[src/logic/tx_bd_pkg.sv]
package tx_bd_pkg;

    localparam int SN_W     = 9;
    localparam int BD_W     = 288;
    localparam int CMD_W    = 256;
    localparam int OUT_W    = 512;
    localparam int LEN_W    = 32;
    localparam int RD_LEN_W = 13;
    localparam int ADDR_W   = 64;
    localparam int VE_W     = 48;
    localparam int ACC_W    = 8;
    localparam int TID_W    = 8;
    localparam int OPC_W    = 2;

    // ----------------------------------------
    // descriptor fields after lane swap
    localparam int IN_TID_LSB = 226;
    localparam int IN_OPC_LSB = 224;
    localparam int IN_ACC_LSB = 208;
    localparam int IN_VE_LSB  = 160;
    localparam int IN_LEN_LSB = 128;
    localparam int IN_DST_LSB = 64;
    localparam int IN_SRC_LSB = 0;

    // read command fields before lane swap
    localparam int CMD_SOD_BIT  = 254;
    localparam int CMD_EOD_BIT  = 253;
    localparam int CMD_LEN_LSB  = 235;
    localparam int CMD_OPC_LSB  = 233;
    localparam int CMD_SN_LSB   = 224;
    localparam int CMD_ACC_LSB  = 208;
    localparam int CMD_VE_LSB   = 160;
    localparam int CMD_LEN2_LSB = 128;
    localparam int CMD_SRC_LSB  = 0;

    // output descriptor fields before byte reverse
    localparam int OUT_SRC_LSB = 0;
    localparam int OUT_DST_LSB = 64;
    localparam int OUT_VE_LSB  = 128;
    localparam int OUT_OPC_LSB = 224;
    localparam int OUT_TID_LSB = 226;
    localparam int OUT_LEN_LSB = 256;

    typedef struct packed {
        logic [TID_W-1:0]  tid;
        logic [OPC_W-1:0]  opcode;
        logic [LEN_W-1:0]  len;
        logic [VE_W-1:0]   ve;
        logic [ADDR_W-1:0] dst;
        logic [ADDR_W-1:0] src;
    } bd_rec_t;

    // byte order flipped inside each 128-bit lane of the low 256 bits
    function automatic logic [BD_W-1:0] lane_swap(input logic [BD_W-1:0] d);
        logic [BD_W-1:0] r;
        r = d;
        for (int l = 0; l < 2; l++) begin
            for (int b = 0; b < 16; b++) begin
                r[l*128 + b*8 +: 8] = d[l*128 + (15-b)*8 +: 8];
            end
        end
        return r;
    endfunction

    function automatic logic [OUT_W-1:0] byte_reverse(input logic [OUT_W-1:0] d);
        logic [OUT_W-1:0] r;
        r = '0;
        for (int b = 0; b < OUT_W/8; b++) begin
            r[b*8 +: 8] = d[(OUT_W/8-1-b)*8 +: 8];
        end
        return r;
    endfunction

endpackage

[src/logic/rsp_fifo.sv]
`timescale 1ns/1ps

module rsp_fifo #(
    parameter int RSP_AFULL_THD = 450
) (
    input  logic                        clk_sys,
    input  logic                        rst,
    input  logic                        rsp_wr,
    input  logic [tx_bd_pkg::SN_W-1:0]  rsp_sn,
    input  logic                        rsp_rd,
    output logic [tx_bd_pkg::SN_W-1:0]  rsp_head,
    output logic                        rsp_empty,
    output logic                        rsp_afull
);
    import tx_bd_pkg::*;

    logic [SN_W-1:0] mem [1 << SN_W];
    logic [SN_W-1:0] wr_ptr;
    logic [SN_W-1:0] rd_ptr;
    logic [SN_W:0]   count;

    always_ff @(posedge clk_sys) begin
        if (rsp_wr) begin
            mem[wr_ptr] <= rsp_sn;
        end
    end

    always_ff @(posedge clk_sys or posedge rst) begin
        if (rst) begin
            wr_ptr <= '0;
            rd_ptr <= '0;
            count  <= '0;
        end else begin
            if (rsp_wr) begin
                wr_ptr <= wr_ptr + 1'b1;
            end
            if (rsp_rd) begin
                rd_ptr <= rd_ptr + 1'b1;
            end
            if (rsp_wr && !rsp_rd) begin
                count <= count + 1'b1;
            end else if (!rsp_wr && rsp_rd) begin
                count <= count - 1'b1;
            end
        end
    end

    // show-ahead head
    assign rsp_head  = mem[rd_ptr];
    assign rsp_empty = (count == '0);
    assign rsp_afull = (count >= RSP_AFULL_THD);

endmodule

[src/logic/bd_dispatch.sv]
`timescale 1ns/1ps

module bd_dispatch #(
    parameter int RSP_AFULL_THD = 450
) (
    input  logic                        clk_sys,
    input  logic                        rst,
    input  logic                        rsp_wr,
    input  logic [tx_bd_pkg::SN_W-1:0]  rsp_sn,
    input  logic                        kernel_afull,
    input  logic                        mmu_afull,
    input  tx_bd_pkg::bd_rec_t          ram_rrec,
    output logic                        rsp_rd,
    output logic                        rsp_afull,
    output logic [tx_bd_pkg::SN_W-1:0]  ram_raddr,
    output logic                        kernel_bd_wen,
    output logic                        mmu_bd_wen,
    output logic [tx_bd_pkg::OUT_W-1:0] bd_wdata
);
    import tx_bd_pkg::*;

    logic             rsp_empty;
    logic             rd_d1;
    logic [OUT_W-1:0] out_raw;

    rsp_fifo #(
        .RSP_AFULL_THD (RSP_AFULL_THD)
    ) u_rsp_fifo (
        .clk_sys   (clk_sys),
        .rst       (rst),
        .rsp_wr    (rsp_wr),
        .rsp_sn    (rsp_sn),
        .rsp_rd    (rsp_rd),
        .rsp_head  (ram_raddr),
        .rsp_empty (rsp_empty),
        .rsp_afull (rsp_afull)
    );

    always_comb begin
        out_raw                          = '0;
        out_raw[OUT_SRC_LSB +: ADDR_W]   = ram_rrec.src;
        out_raw[OUT_DST_LSB +: ADDR_W]   = ram_rrec.dst;
        out_raw[OUT_VE_LSB +: VE_W]      = ram_rrec.ve;
        out_raw[OUT_OPC_LSB +: OPC_W]    = ram_rrec.opcode;
        out_raw[OUT_TID_LSB +: TID_W]    = ram_rrec.tid;
        out_raw[OUT_LEN_LSB +: LEN_W]    = ram_rrec.len;
    end

    // ----------------------------------------
    // pop, ram read, then route by opcode
    always_ff @(posedge clk_sys or posedge rst) begin
        if (rst) begin
            rsp_rd        <= 1'b0;
            rd_d1         <= 1'b0;
            kernel_bd_wen <= 1'b0;
            mmu_bd_wen    <= 1'b0;
        end else begin
            rsp_rd <= !rsp_empty && !kernel_afull && !mmu_afull && !rsp_rd;
            rd_d1  <= rsp_rd;
            // 0 and 3 are process ops, 1 and 2 go to the rx mmu
            kernel_bd_wen <= rd_d1 && (ram_rrec.opcode[1] == ram_rrec.opcode[0]);
            mmu_bd_wen    <= rd_d1 && (ram_rrec.opcode[1] != ram_rrec.opcode[0]);
        end
    end

    always_ff @(posedge clk_sys) begin
        if (rd_d1) begin
            bd_wdata <= byte_reverse(out_raw);
        end
    end

endmodule

[config.mk]
export PLATFORM = sky130hd
export DESIGN_NAME = bd_dispatch
export DESIGN_NICKNAME = d
export VERILOG_FILES = /design/src/logic/tx_bd_pkg.sv /design/src/logic/rsp_fifo.sv /design/src/logic/bd_dispatch.sv
export SDC_FILE = /design/constraint.sdc
export NUM_CORES = 2
export LEC_CHECK = 0
export BUFFER_PORTS_ARGS = -buffer_cell sky130_fd_sc_hd__buf_2
export CAP_MARGIN = 25
export CELL_PAD_IN_SITES_DETAIL_PLACEMENT = 0
export CELL_PAD_IN_SITES_GLOBAL_PLACEMENT = 1
export CORE_MARGIN = 3
export CORE_UTILIZATION = 30
export CTS_CLUSTER_DIAMETER = 80
export DETAILED_ROUTE_END_ITERATION = 10
export MAX_ROUTING_LAYER = met4
export PLACE_DENSITY = 0.6
export REMOVE_ABC_BUFFERS = 1
export SETUP_SLACK_MARGIN = 0.4
export SYNTH_ARGS = -nofsm -noshare
export SYNTH_HDL_FRONTEND = slang
export SYNTH_MEMORY_MAX_BITS = 65536
export SYNTH_SLANG_ARGS = --single-unit
[constraint.sdc]
create_clock -name clk_sys -period 6.9 [get_ports clk_sys]
set_input_delay 2.07 -clock clk_sys [delete_from_list [all_inputs] [get_ports clk_sys]]
set_output_delay 2.07 -clock clk_sys [all_outputs]
set_load 0.03 [all_outputs]
* Word level (Yosys, flattened, before mapping)
Memory sizes are Yosys's and may differ from the RTL's. Index checks and enable logic that the tools add are counted. W data, S select, Z words.
Cells by class: $add $sub $neg 4, order comparisons 1, eq/ne operators 2, multiplexer cells 4, reduce and logical (&&, ||, !) cells 14
Operator list (count):
- $mux W10 | 2
- $add A9 B1 Y9 const B | 2
- $add A10 B1 Y10 const B | 1
- $ge A10 B9 Y1 const B | 1
- $logic_not A10 Y1 | 1
- $sub A10 B1 Y10 const B | 1
- $logic_and A1 B1 Y1 | 7
- $logic_not A1 Y1 | 5
- $mux W1 | 2
- $reduce_bool A2 Y1 | 1
- $eq A1 B1 Y1 | 1
- $ne A1 B1 Y1 | 1
Word-level totals: register bits 250, RAM bits 4608, bits of input ports 232, logic and storage cells 34, memories 1
Memories:
- u_rsp_fifo.mem | depth 512, width 9, rd ports 1, clocked after memory_dff 0, wr ports 1, RTL line rsp_fifo.sv:17 | logic [SN_W-1:0] mem [1 << SN_W];

* Longest topological paths before layout
depth after elaboration 5, gate-level depth with buffers 14

* Cells and area by module
Synthesis repeated with hierarchy kept, for this count alone.
Unflattened totals: cell total of the unflattened synthesis 8683, area, all modules 188590.9 µm²
By module, submodules not included:
- rsp_fifo | times used 1, cells each 8160, area each 179701.1 µm², seq. area each 139073.4 µm²
- bd_dispatch | times used 1, cells each 523, area each 8889.8 µm², seq. area each 6646.4 µm²

* Worst setup path before layout
OpenSTA, ideal clock, no wires.
path kind register to register, start point reg rd_d1, end point reg bd_wdata[224] in the netlist's numbering, enable pin, library setup time 0.581 ns, arrival 4.735 ns, required time 6.319 ns, setup slack 1.584 ns, cell stages (with the launch flop) 1, path buffers 0, period minus slack after synthesis 5.316 ns, cells stage by stage dfrtp_1
RTL lines:
- start: declaration | RTL line bd_dispatch.sv:23 | logic rd_d1;
- start signal: assignment | RTL line bd_dispatch.sv:59 | rd_d1 <= rsp_rd;
- end signal: assignment | RTL line bd_dispatch.sv:68 | bd_wdata <= byte_reverse(out_raw);
- end: declaration | RTL line bd_dispatch.sv:18 | output logic [tx_bd_pkg::OUT_W-1:0] bd_wdata
No word-level cell between the ends.

* Worst setup path after layout
start point reg u_rsp_fifo.rd_ptr[0], end point out ram_raddr[5] in the netlist's numbering
On the way: word-level cells in the longest chain between the ends 1
RTL lines:
- start: declaration | RTL line rsp_fifo.sv:19 | logic [SN_W-1:0] rd_ptr;
- start signal: assignment | RTL line rsp_fifo.sv:38 | rd_ptr <= rd_ptr + 1'b1;
- $mem_v2 Z512 W9
- end: declaration | RTL line bd_dispatch.sv:15 | output logic [tx_bd_pkg::SN_W-1:0] ram_raddr,
Every way passes these cells.

==> reports/metrics.csv <==
metric,value,unit
outcome,"finished, violations left",
violations in the final reports,negative setup slack,
final instance count without filler cells,19100,
RSZ-0062 raised after global routing,true,
Boundary Pins,757,
leading area contributor after synthesis,edfxtp_1,
Min-Delay Path Depth,1,
relative area change from synthesis to final layout,18.3,%
Synth Register Bits,4858,
class of the tightest hold or removal check,flop to flop,
number of antenna violations at the first check in global routing,100,
first-pass iteration count of the detailed router,6,
number of placement rows,290,
Maximum Capacitance Violations,0,
number of port buffers,462,
clock root cell,clkbuf_16,
endpoint of the worst register-to-register path,u_rsp_fifo.mem[25][2],
DRC marker count from the first detailed-route iteration,13400,
peak fanout along the critical path,8,
DRC errors left,0,
worst voltage drop across the vdd grid,0.295,mV
Placer Congestion,1.10,
Sequential Area,146000,um2
Yosys warnings,0,
cell area after synthesis,189000,um2
vias in the first global route,97900,
total half-perimeter wirelength after legalization and detailed placement,411,mm
cell count of the worst reg-to-reg path,6,
highest attainable clock frequency,143,MHz
filler cell count,57400,
top-area cell type share of the netlist area,76.8,%
number of vias per cell,5.21,
cells taking the most area after synthesis,"edfxtp_1, mux4_2, mux2i_1",
number of setup violations in the final report,3,
number of nets with antenna violations after detailed routing,0,
Max Buffers Root-to-Sink,4,
average wire length per cell after detail routing,33.7,um
gate count of the mapped netlist,9004,
area occupied by multi-input gates,40100,um2
ranking of synthesized cells by instance count,"edfxtp_1, mux4_2, nor2_1",
cell leakage power,70.6,nW
remaining global-route overflow,0,
die area,638000,um2
required time of the critical path,4.83,ns
number of clock sinks,4858,
hold_sp,u_rsp_fifo.rd_ptr[8],
aggregate global-route resource usage,20.1,%
slew at the pin closest to its max-slew limit,1.27,ns
clock-pin slew of the registers on the worst-case setup and hold paths,0.06,ns
final critical-path share of the clock period,102,%
"Hold Vio Cnt, Final",0,
cell count after placement,17800,
post-layout minimum cycle time,7.01,ns
proportion of register bits with asynchronous set or reset after synthesis,0.659,%
critical path endpoint category,primary output,
critical path start-end classification,flop to primary output,
Core Box Area,625000,um2
overall power consumption,0.0876,W
endpoint with the worst hold slack,u_rsp_fifo.rd_ptr[8],
worst r2r src,u_rsp_fifo.wr_ptr[1],
vertical extent of the die,799,um
initial standard-cell utilization of the core,30.2,%
Syn Area/Cell,21.0,um2
clock tree skew after final layout,0.0819,ns
total CTS buffers,485,
most common cell in the synthesized netlist,edfxtp_1,
flip-flop cell with the highest count after synthesis,edfxtp_1,
drt total wl,645,mm
number of hold-repair buffers added at the cts stage,0,
power per unit of standard cell area,392,nW/um2
final net count,10400,
"Data arrival, critical path",4.94,ns
pin count of the biggest net entering global routing,176,
ratio of cells with drive above 1 in the final layout,29.8,%
routed via count,99700,
Critical Path Start Type,flop,
Slew Limit Fails,0,
first-pass GRT wire length,863,mm
clock latency at the later pin of the worst-skew pair,1.05,ns
Yosys cell types,85,
worst max-slew margin expressed relative to the limit,15.3,%
number of levels the H-tree was split into,5,
setup slack of the worst register-to-register path,3.21,ns
final worst slack,-0.105,ns
clock tree from TritonCTS,built,
Die W,799,um
count of flip-flops with a built-in enable after synthesis,4826,
share of synthesized area occupied by flip-flops and latches,77.2,%
==> worst max-delay path, stage by stage, from the launching register on <==
cell and delay [ns]:
dfrtp_4 0.47, buf_12 0.18, buf_6 0.13, buf_12 0.13, buf_16 0.15, mux4_2 0.55
mux2_4 0.36, a21oi_4 0.14, a31oi_2 0.07, o211ai_1 0.73, a221o_1 0.35, buf_6 0.16
a32oi_4 0.10, buf_6 0.18, buf_6 0.13
==> state kept, by name (all words and copies together) (netlist names) <==
register,flops
kernel_bd_wen,1
rsp_rd,1
u_rsp_fifo.wr_ptr,9
bd_wdata,218
u_rsp_fifo.rd_ptr,9
rd_d1,1
u_rsp_fifo.count,10
u_rsp_fifo.mem,4608
mmu_bd_wen,1
==> through the flow <==
stage | hold slack, ns | cell area (um2) | utilization, % | worst slack (ns) | setup TNS [ns]
floorplan | 0.468 | 185000 | - | -49.15 | -757.51
global placement | 0.459 | 203000 | 32.5 | -0.816 | -1.18
detailed placement | 0.491 | 203000 | 32.5 | -0.135 | -0.391
CTS | 0.507 | 221000 | 35.4 | -0.107 | -0.446
global route | 0.516 | 223000 | 35.7 | -0.119 | -0.387
finish | 0.512 | 223000 | 35.7 | -0.105 | -0.228
==> per-layer routing <==
metal / up-vias / global-route usage, % / share of wire (%)
li1: 39400 / - / -
met1: 53500 / 24.7 / 37
met2: 5845 / 32.8 / 50
met3: 1007 / 3.58 / 8.7
met4: 0 / 8.75 / 4.5
met5: - / - / 0
==> how the worst max path moves through the flow <==
| stage | start | endpoint | slack, ns | cells after the start |
|---|---|---|---|---|
| after floorplan | u_rsp_fifo.rd_ptr[0] | ram_raddr[1] | -49.15 | 6 |
| after global placement | u_rsp_fifo.rd_ptr[0] | ram_raddr[8] | -0.82 | 10 |
| after detailed placement | u_rsp_fifo.rd_ptr[1] | ram_raddr[4] | -0.14 | 12 |
| after CTS | u_rsp_fifo.rd_ptr[0] | ram_raddr[5] | -0.11 | 14 |
| after global routing | u_rsp_fifo.rd_ptr[0] | ram_raddr[5] | -0.12 | 12 |
| final | u_rsp_fifo.rd_ptr[0] | ram_raddr[5] | -0.11 | 14 |
==> final cells by class <==
type | instances | area share [%]
repair buffers | 1170 | 4.66
inverters | 21 | 0.0482
well taps | 8322 | 4.66
clock inverters | 317 | 1.41
clock buffers | 589 | 5.67
multi-input cells | 3593 | 18.0
diodes | 255 | 0.286
flip-flops and latches | 4858 | 65.3
repair inverters | 1 | 0.00392
==> placed cells by master, fill, tap and decap left out, drive strengths merged, types with 155 or more instances in the layout <==
cell	n
a21oi	159
a22oi	155
buf	1151
clkbuf	593
clkinv	229
conb	294
diode	255
edfxtp	4826
mux2i	311
mux4	1051
nand2	216
nor2	598
==> timing repair <==
action                     CTS  global route
gates cloned                23             3
setup endpoints to repair    9             9
gates resized for setup    249            73
pin swaps                   26            22
buffers inserted            66            28
==> kinds of logic after synthesis <==
| kind of cell | count (synthesis) | synth area share [%] |
|---|---|---|
| xor+xnor | 23 | 0.107 |
| buf+inv | 846 | 2.74 |
| compound gates | 820 | 3.04 |
| flops | 4858 | 77.2 |
| simple gates | 1039 | 2.33 |
| fa+ha+maj | 15 | 0.103 |
| mux | 1402 | 14.4 |
| other cells | 1 | 0.00199 |
==> power by group <==
group | switching [W] | internal (W)
Sequential | 0.000278 | 0.0327
Clock | 0.0115 | 0.0149
Combinational | 0.0169 | 0.0112
Power figures use the tool's default switching activity.
