==> src/logic/tx_bd_pkg.sv <==
package tx_bd_pkg;

    localparam int SN_W     = 9;
    localparam int BD_W     = 288;
    localparam int CMD_W    = 256;
    localparam int OUT_W    = 512;
    localparam int LEN_W    = 32;
    localparam int RD_LEN_W = 13;
    localparam int ADDR_W   = 64;
    localparam int VE_W     = 48;
    localparam int ACC_W    = 8;
    localparam int TID_W    = 8;
    localparam int OPC_W    = 2;

    // ----------------------------------------
    // descriptor fields after lane swap
    localparam int IN_TID_LSB = 226;
    localparam int IN_OPC_LSB = 224;
    localparam int IN_ACC_LSB = 208;
    localparam int IN_VE_LSB  = 160;
    localparam int IN_LEN_LSB = 128;
    localparam int IN_DST_LSB = 64;
    localparam int IN_SRC_LSB = 0;

    // read command fields before lane swap
    localparam int CMD_SOD_BIT  = 254;
    localparam int CMD_EOD_BIT  = 253;
    localparam int CMD_LEN_LSB  = 235;
    localparam int CMD_OPC_LSB  = 233;
    localparam int CMD_SN_LSB   = 224;
    localparam int CMD_ACC_LSB  = 208;
    localparam int CMD_VE_LSB   = 160;
    localparam int CMD_LEN2_LSB = 128;
    localparam int CMD_SRC_LSB  = 0;

    // output descriptor fields before byte reverse
    localparam int OUT_SRC_LSB = 0;
    localparam int OUT_DST_LSB = 64;
    localparam int OUT_VE_LSB  = 128;
    localparam int OUT_OPC_LSB = 224;
    localparam int OUT_TID_LSB = 226;
    localparam int OUT_LEN_LSB = 256;

    typedef struct packed {
        logic [TID_W-1:0]  tid;
        logic [OPC_W-1:0]  opcode;
        logic [LEN_W-1:0]  len;
        logic [VE_W-1:0]   ve;
        logic [ADDR_W-1:0] dst;
        logic [ADDR_W-1:0] src;
    } bd_rec_t;

    // byte order flipped inside each 128-bit lane of the low 256 bits
    function automatic logic [BD_W-1:0] lane_swap(input logic [BD_W-1:0] d);
        logic [BD_W-1:0] r;
        r = d;
        for (int l = 0; l < 2; l++) begin
            for (int b = 0; b < 16; b++) begin
                r[l*128 + b*8 +: 8] = d[l*128 + (15-b)*8 +: 8];
            end
        end
        return r;
    endfunction

    function automatic logic [OUT_W-1:0] byte_reverse(input logic [OUT_W-1:0] d);
        logic [OUT_W-1:0] r;
        r = '0;
        for (int b = 0; b < OUT_W/8; b++) begin
            r[b*8 +: 8] = d[(OUT_W/8-1-b)*8 +: 8];
        end
        return r;
    endfunction

endpackage

==> src/logic/rd_cmd_split.sv <==
`timescale 1ns/1ps

module rd_cmd_split #(
    parameter int CHUNK_SHIFT = 12
) (
    input  logic                            clk_sys,
    input  logic                            rst,
    input  logic                            start,
    input  logic [tx_bd_pkg::LEN_W-1:0]     start_len,
    input  logic [tx_bd_pkg::ADDR_W-1:0]    start_src,
    input  logic [tx_bd_pkg::OPC_W-1:0]     start_opcode,
    input  logic [tx_bd_pkg::ACC_W-1:0]     start_acc,
    input  logic [tx_bd_pkg::VE_W-1:0]      start_ve,
    input  logic [tx_bd_pkg::SN_W-1:0]      start_sn,
    input  logic                            cmd_ff,
    output logic                            split_busy,
    output logic                            cmd_wr,
    output logic [tx_bd_pkg::CMD_W-1:0]     cmd_wdata
);
    import tx_bd_pkg::*;

    localparam logic [RD_LEN_W-1:0] CHUNK_LEN = RD_LEN_W'(1) << CHUNK_SHIFT;

    logic                         busy;
    logic                         first;
    logic [LEN_W-CHUNK_SHIFT-1:0] left_full;
    logic [CHUNK_SHIFT-1:0]       left_rem;
    logic                         issue;
    logic                         last;
    logic                         cur_sod;
    logic                         cur_eod;
    logic [RD_LEN_W-1:0]          cur_len;
    logic [ADDR_W-1:0]            cur_addr;
    logic [ADDR_W-1:0]            next_addr;
    logic [OPC_W-1:0]             opcode;
    logic [ACC_W-1:0]             acc;
    logic [VE_W-1:0]              ve;
    logic [SN_W-1:0]              sn;
    logic [CMD_W-1:0]             cmd_raw;

    // busy already in the start cycle so no second pop slips in
    assign split_busy = busy || start;

    assign issue = busy && !cmd_wr && !cmd_ff;
    assign last  = (left_full == '0) || ((left_full == 1) && (left_rem == '0));

    // ----------------------------------------
    // chunk bookkeeping
    always_ff @(posedge clk_sys or posedge rst) begin
        if (rst) begin
            busy      <= 1'b0;
            first     <= 1'b0;
            left_full <= '0;
            left_rem  <= '0;
            cmd_wr    <= 1'b0;
            cur_sod   <= 1'b0;
            cur_eod   <= 1'b0;
        end else begin
            cmd_wr <= issue;
            if (start) begin
                busy      <= 1'b1;
                first     <= 1'b1;
                left_full <= start_len[LEN_W-1:CHUNK_SHIFT];
                left_rem  <= start_len[CHUNK_SHIFT-1:0];
            end else if (issue) begin
                cur_sod <= first;
                cur_eod <= last;
                first   <= 1'b0;
                if (left_full != '0) begin
                    left_full <= left_full - 1'b1;
                end
            end else if (cmd_wr && cur_eod) begin
                busy <= 1'b0;
            end
        end
    end

    always_ff @(posedge clk_sys) begin
        if (start) begin
            next_addr <= start_src;
            opcode    <= start_opcode;
            acc       <= start_acc;
            ve        <= start_ve;
            sn        <= start_sn;
        end else if (issue) begin
            cur_addr  <= next_addr;
            cur_len   <= (left_full != '0) ? CHUNK_LEN : RD_LEN_W'(left_rem);
            next_addr <= next_addr + ADDR_W'(CHUNK_LEN);
        end
    end

    // ----------------------------------------
    // command word
    always_comb begin
        cmd_raw                              = '0;
        cmd_raw[CMD_SOD_BIT]                 = cur_sod;
        cmd_raw[CMD_EOD_BIT]                 = cur_eod;
        cmd_raw[CMD_LEN_LSB +: RD_LEN_W]     = cur_len;
        cmd_raw[CMD_OPC_LSB +: OPC_W]        = opcode;
        cmd_raw[CMD_SN_LSB +: SN_W]          = sn;
        cmd_raw[CMD_ACC_LSB +: ACC_W]        = acc;
        cmd_raw[CMD_VE_LSB +: VE_W]          = ve;
        cmd_raw[CMD_LEN2_LSB +: RD_LEN_W]    = cur_len;
        cmd_raw[CMD_SRC_LSB +: ADDR_W]       = cur_addr;
    end

    assign cmd_wdata = CMD_W'(lane_swap(BD_W'(cmd_raw)));

endmodule

==> config.mk <==
export PLATFORM = sky130hd
export DESIGN_NAME = rd_cmd_split
export DESIGN_NICKNAME = d
export VERILOG_FILES = /design/src/logic/tx_bd_pkg.sv /design/src/logic/rd_cmd_split.sv
export SDC_FILE = /design/constraint.sdc
export NUM_CORES = 1
export LEC_CHECK = 0
export BUFFER_PORTS_ARGS = -buffer_cell sky130_fd_sc_hd__clkbuf_2
export CAP_MARGIN = 20
export CORE_AREA = 2 2 165 167
export CTS_CLUSTER_DIAMETER = 30
export DETAILED_ROUTE_END_ITERATION = 8
export DIE_AREA = 0 0 167 169
export PLACE_DENSITY = 0.74
export REMOVE_ABC_BUFFERS = 1
export SYNTH_ARGS = -nofsm -noshare
export SYNTH_HDL_FRONTEND = slang
export SYNTH_SLANG_ARGS = --single-unit
==> constraint.sdc <==
create_clock -name clk_sys -period 4.45 [get_ports clk_sys]
set_clock_uncertainty 0.2 [all_clocks]
set_input_delay 0 -clock clk_sys [delete_from_list [all_inputs] [get_ports clk_sys]]
set_output_delay 0 -clock clk_sys [all_outputs]
set_load 0.03 [all_outputs]
# Yosys cells after proc, flatten, opt, wreduce, memory -nomap -nowiden
# Cells that the tools add are included.
# word_totals
regBits	245
output_inout_bits	258
in_bits	167
word_cells	48
# op_classes
bitwise	1
n_reduce_logical	17
n_mux	11
n_addsub	2
eq_ne	2
# op_table
op	n
64-bit two-way mux	2
64-bit by 13-bit adder with 64-bit output (second input constant)	1
20-bit two-way mux	3
20-bit by 1-bit == test with 1-bit output (second input constant)	1
20-bit logical NOT	1
20-bit nonzero test	1
20-bit by 1-bit subtractor with 20-bit output (second input constant)	1
13-bit two-way mux	1
12-bit logical NOT	1
2-bit AND reduction	3
2-bit nonzero test	3
1-bit two-way mux	5
1-bit logical AND	4
1-bit logical NOT	2
1-bit logical OR	2
2-bit != test (second input constant)	1
1-bit inverter	1

# Longest topological paths before layout
# depth
word_depth	5
ltp_mapped	8
depth_no_buf	7

# Worst setup path before layout
# No wires, ideal clock.
# synth_path
path_type	reg-to-reg
start	register cmd_wr
end	register cur_sod
arrival_ns	4.649
slack_ns	-0.480
required_ns	4.169
path_buffers	0
path_stages_with_launch	5
setup_ns	0.081
synth_period_minus_slack_ns	4.930
cell_sequence	dfrtp_1 -> nor2_1 -> nand2_1 -> nor2_1 -> mux2_2
# synth_between
elab_chain_len	4
# synth_lines
item	line_no	text
start, declared	rd_cmd_split.sv:17	output logic cmd_wr,
start signal, assigned	rd_cmd_split.sv:59	cmd_wr <= issue;
1-bit logical NOT	rd_cmd_split.sv:44	assign issue = busy && !cmd_wr && !cmd_ff;
1-bit logical AND (2 in a row)	rd_cmd_split.sv:44	
2-bit AND reduction (no line)	--	
end signal, assigned	rd_cmd_split.sv:66	cur_sod <= first;
end, declared	rd_cmd_split.sv:30	logic cur_sod;
# No other way between the ends.
# A chain may end at the register's enable or synchronous reset.

# Worst setup path after layout
# layout_path
start	register next_addr[12]
end	register next_addr[32] (data pin)
# layout_between
elab_chain_len	3
# layout_lines
item	line_no	text
start, declared	rd_cmd_split.sv:34	logic [ADDR_W-1:0] next_addr;
start signal, assigned	rd_cmd_split.sv:80	next_addr <= start_src;
start signal, assigned	rd_cmd_split.sv:88	next_addr <= next_addr + ADDR_W'(CHUNK_LEN);
64-bit by 13-bit adder with 64-bit output	rd_cmd_split.sv:88	
64-bit two-way mux	rd_cmd_split.sv:85	end else if (issue) begin
64-bit two-way mux	rd_cmd_split.sv:79	if (start) begin
# No other way between the ends. The select of a mux whose other input is x is not followed.

==> results.txt <==
The reported net switching power was 2.03 mW; the shortest period the worst path allows was 3.43 ns. The share of the yosys chip area belonging to registers was 64.8%. The arithmetic-cell share of the synthesized area counting full adders, half adders and majority gates was 0.452%; the number of iterations in the first detailed-routing pass was 5. The tools report the endpoint kind of the worst setup timing path as a flip-flop. The share of cell area taken by muxes after synthesis is 2.20%, and the overall routing resource usage is 22.2%. Yosys mapped the design onto 54 distinct sky130hd cell types. The worst hold path passes through 4 cells.

For the worst setup path, the data arrival time is 3.51 ns. The tools report the via count of the first global-routing pass as 9,104. The tools report the non-filler instance count after layout as 1,826. Leaving out fill and tap cells, the most frequent cells in the layout are sky130_fd_sc_hd__clkbuf_2 (326), sky130_fd_sc_hd__dlygate4sd3_1 (260), sky130_fd_sc_hd__edfxtp_1 (208). Setup violations remaining at the end of the flow were counted as 0. The clock passes through at most 3 buffers.

The worst pin sits at a relative slew slack of 34.3%. After the first detailed-routing iteration, the DRC count stood at 658. The count of endpoints failing hold in the final timing report was 0.

The number of enable flip-flop cells after synthesis works out to 208. In this run, post-CTS repair resized a total of 0 instances. In this run the clock root is driven by a sky130_fd_sc_hd__clkbuf_16.

The area share of xor/xnor cells in the synthesized design is 4.51%. The synthesized netlist devotes 13.6% of its cell area to simple gates. For this run, the leading register cell type out of synthesis is sky130_fd_sc_hd__edfxtp_1.

Y dimension of the die: 169 µm. Across all register-to-register paths, the minimum setup slack is 1.02 ns. Port buffering added 327 buffers.

The final sum of negative setup slack is 0 ns, and the die outline area is 28,200 µm². Buffers added to address setup during post-CTS repair amount to 0. The synthesis-to-layout area growth is 52.7%. Ranked by total cell area, the synthesized netlist is headed by sky130_fd_sc_hd__edfxtp_1 (56%), sky130_fd_sc_hd__dfrtp_1 (8.4%), sky130_fd_sc_hd__buf_4 (7.7%). The tools report the source of the worst hold timing path as start_len[14].

The initial antenna violation count was 0; the weighted congestion reported at the end of routability-driven placement was 0.826. Dividing the detail-routed wire length by the instance count gives 17.9 µm. The tree built by TritonCTS fans out to 245 sinks. The die is 167 µm wide. Summed over its instances, the top area cell type makes up 56.4% of the synthesized netlist area. The initial utilization of the core area, before any placement, comes to 41.8%. The total via count after detailed routing was 8,878; the mean cell area of the mapped netlist was 13.0 µm². Max-cap violations in this run came to 0. The path class of the tightest hold or removal check is in2reg. Share of layout cells above drive strength 1: 31.2%. The post-synthesis register bit count is 245. The logs give 11,100 µm² for the post-synthesis instance area and 260 for the hold buffer count at CTS. The worst hold path terminates at left_full[2]. The critical setup path kind is reg2reg. For the number of levels the H-tree was split into, the log shows 2.

The tools report the number of buffers created by CTS as 50. Setup slack closes at 1.02 ns. The final critical-path share of the clock period came out at 77.0%. The core area was 26,500 µm²; the final max-slew violation count was 0. The run finished with clean final reports. Worst-margin pin slew: 0.985 ns. The share of power burned in registers came out at 37.4%. The combinational fraction of design power was 12.3%; the number of inserted diodes was 0. After detailed routing, the number of remaining DRC violations is 0. STA classifies the critical path startpoint as a flip-flop. Data on the critical path is required at its endpoint by 4.54 ns. Entering global routing, the biggest net connects 90 pins. The number of warning messages in the yosys log is 0, and the site row count is 60. The endpoint identified for the worst register-to-register timing path is next_addr[32].

For the internal power, the log shows 5.61 mW. Setup repair after global routing left no endpoint under its margin. The remaining global-route overflow came out at 0.

Measured in cells, the most critical reg-to-reg path has a length of 7. Static power due to leakage: 7.11 nW. Of all cell types, the one taking the most synthesized area is sky130_fd_sc_hd__edfxtp_1. Before CTS, the worst setup slack after placement is 1.56 ns.

The total power per unit cell area works out to 452 nW/µm². The largest family of logic cells by synthesized area was simple AND/OR/NAND/NOR gates. The number of I/O pins is 425.

Clock-pin slew was measured on the worst setup and hold paths at 0.05 ns. The synthesized netlist cell count was 849. In this run the critical register-to-register path is launched from next_addr[12]. The detailed placer's ending HPWL was 18,500 µm; the post-detailed-routing wire length was 32,700 µm. In the routed layout, each cell is associated on average with a via count of 4.86. TritonCTS built the clock tree.

Timing would allow up to 0.292 GHz. Leaving out fill and tap cells, the most frequent cell in the layout is sky130_fd_sc_hd__clkbuf_2. In this run switching power makes up 26.6% of total power. The clock network burns 50.3% of the power. The count of nets left with antenna violations once routing finished came out at 0. The first global-routing pass estimated 49,200 µm of wire. After the last flow step, the layout net total stands at 1,616. The highest fanout seen on the critical path is 15, and the latest clock arrival within the worst-skew pair is 0.55 ns. VDD sags by at most 0.580 mV.

The number of placed instances, taps included, is 1,474. In the synthesized netlist the async set-or-reset flop fraction comes to 15.1%. The complex-gate fraction of the synthesized area works out to 4.77%.
-- layout make-up --
class | count | area, µm²
fill | 1881 | 9600
inverter | 16 | 60.1
tap | 341 | 427
timing repair buffer | 594 | 4300
clock buffer | 57 | 1320
sequential | 245 | 7170
clock inverter | 35 | 423
multi-input combinational | 538 | 3200
-- cell usage after synthesis (4+ instances only) --
cell,instances
sky130_fd_sc_hd__nand3_1,29
sky130_fd_sc_hd__ha_1,4
sky130_fd_sc_hd__nand2_1,94
sky130_fd_sc_hd__nand4_1,12
sky130_fd_sc_hd__buf_4,114
sky130_fd_sc_hd__a211oi_1,7
sky130_fd_sc_hd__nor4_2,6
sky130_fd_sc_hd__a22oi_1,4
sky130_fd_sc_hd__dfrtp_1,37
sky130_fd_sc_hd__inv_1,15
sky130_fd_sc_hd__nor4_1,12
sky130_fd_sc_hd__o21ai_0,41
sky130_fd_sc_hd__and3_1,23
sky130_fd_sc_hd__nor2b_1,6
sky130_fd_sc_hd__xor2_1,13
sky130_fd_sc_hd__and2_1,14
sky130_fd_sc_hd__or4_1,6
sky130_fd_sc_hd__nor3_2,4
sky130_fd_sc_hd__a2111oi_0,4
sky130_fd_sc_hd__nor4_4,6
sky130_fd_sc_hd__mux2_2,19
sky130_fd_sc_hd__a21oi_1,10
sky130_fd_sc_hd__edfxtp_1,208
sky130_fd_sc_hd__nor2_1,30
sky130_fd_sc_hd__clkbuf_1,26
sky130_fd_sc_hd__xnor2_1,44
sky130_fd_sc_hd__o21ai_1,13
sky130_fd_sc_hd__nor3_1,10
-- worst max-delay path, stage by stage (launching register included) --
cell and delay (ns):
sky130_fd_sc_hd__edfxtp_1 0.45, sky130_fd_sc_hd__ha_1 0.25, sky130_fd_sc_hd__nand3_1 0.24, sky130_fd_sc_hd__or3_1 0.82
sky130_fd_sc_hd__nor3_1 0.38, sky130_fd_sc_hd__xnor2_1 0.17, sky130_fd_sc_hd__o21ai_0 0.08, sky130_fd_sc_hd__dlygate4sd3_1 0.58
-- power by group through the flow --
stage | registers (mW) | clock network (mW) | logic [mW]
finish | 2.86 | 3.84 | 0.936
global route | 2.87 | 4.02 | 0.998
CTS | 2.84 | 3.85 | 0.916
detailed placement | 2.88 | 0 | 0.717
global placement | 2.87 | 0 | 0.708
floorplan | 3.02 | 0 | 0.306
-- registers in the layout, indices dropped and copies added, names as in the netlist --
signal,flops
ve,48
left_full,20
opcode,2
next_addr,64
cmd_wr,1
cur_sod,1
cur_eod,1
cur_addr,64
busy,1
left_rem,12
sn,9
acc,8
first,1
cur_len,13
-- cell families (layout without fill, tap and decap cells) --
| kind of cell | count (synthesis) | after routing |
|---|---|---|
| flip-flops | 245 | 245 |
| XOR/XNOR | 57 | 57 |
| other | 1 | 97 |
| AND/OR/NAND/NOR | 269 | 269 |
| AO/OA/AOI/OAI | 89 | 89 |
| adder cells (fa/ha/maj) | 4 | 4 |
| buffers and inverters | 162 | 702 |
| multiplexers | 22 | 22 |
-- metal layers --
| layer | vias up | GRT usage, % | part of all wire [%] |
|---|---|---|---|
| li1 | 4070 | - | - |
| met2 | 479 | 43.0 | 55 |
| met4 | 0 | 6.82 | 2.2 |
| met3 | 54 | 4.98 | 7.5 |
| met5 | - | 0 | 0 |
| met1 | 4275 | 23.8 | 36 |
-- worst max-delay path by stage --
stage | from | endpoint | cells past startpoint
after floorplan | cmd_wr | cur_sod | 4
after global placement | next_addr[12] | next_addr[36] | 6
after detailed placement | next_addr[12] | next_addr[54] | 6
after CTS | next_addr[12] | next_addr[32] | 7
after global routing | next_addr[12] | next_addr[32] | 7
final | next_addr[12] | next_addr[32] | 7
-- through the flow --
step | util [%] | cell area (µm²) | hold WS, ns | total power, mW
2_1_floorplan | - | 10400 | -0.101 | 3.33
3_3_place_gp | 47.4 | 12600 | -0.0844 | 3.58
3_5_place_dp | 47.4 | 12600 | -0.0802 | 3.60
4_1_cts | 63.8 | 16900 | 0.0000805 | 7.61
5_1_grt | 63.8 | 16900 | 0.00608 | 7.88
6_report | 63.8 | 16900 | 0.0193 | 7.63
No activity file was read; power rests on OpenSTA's default activity.
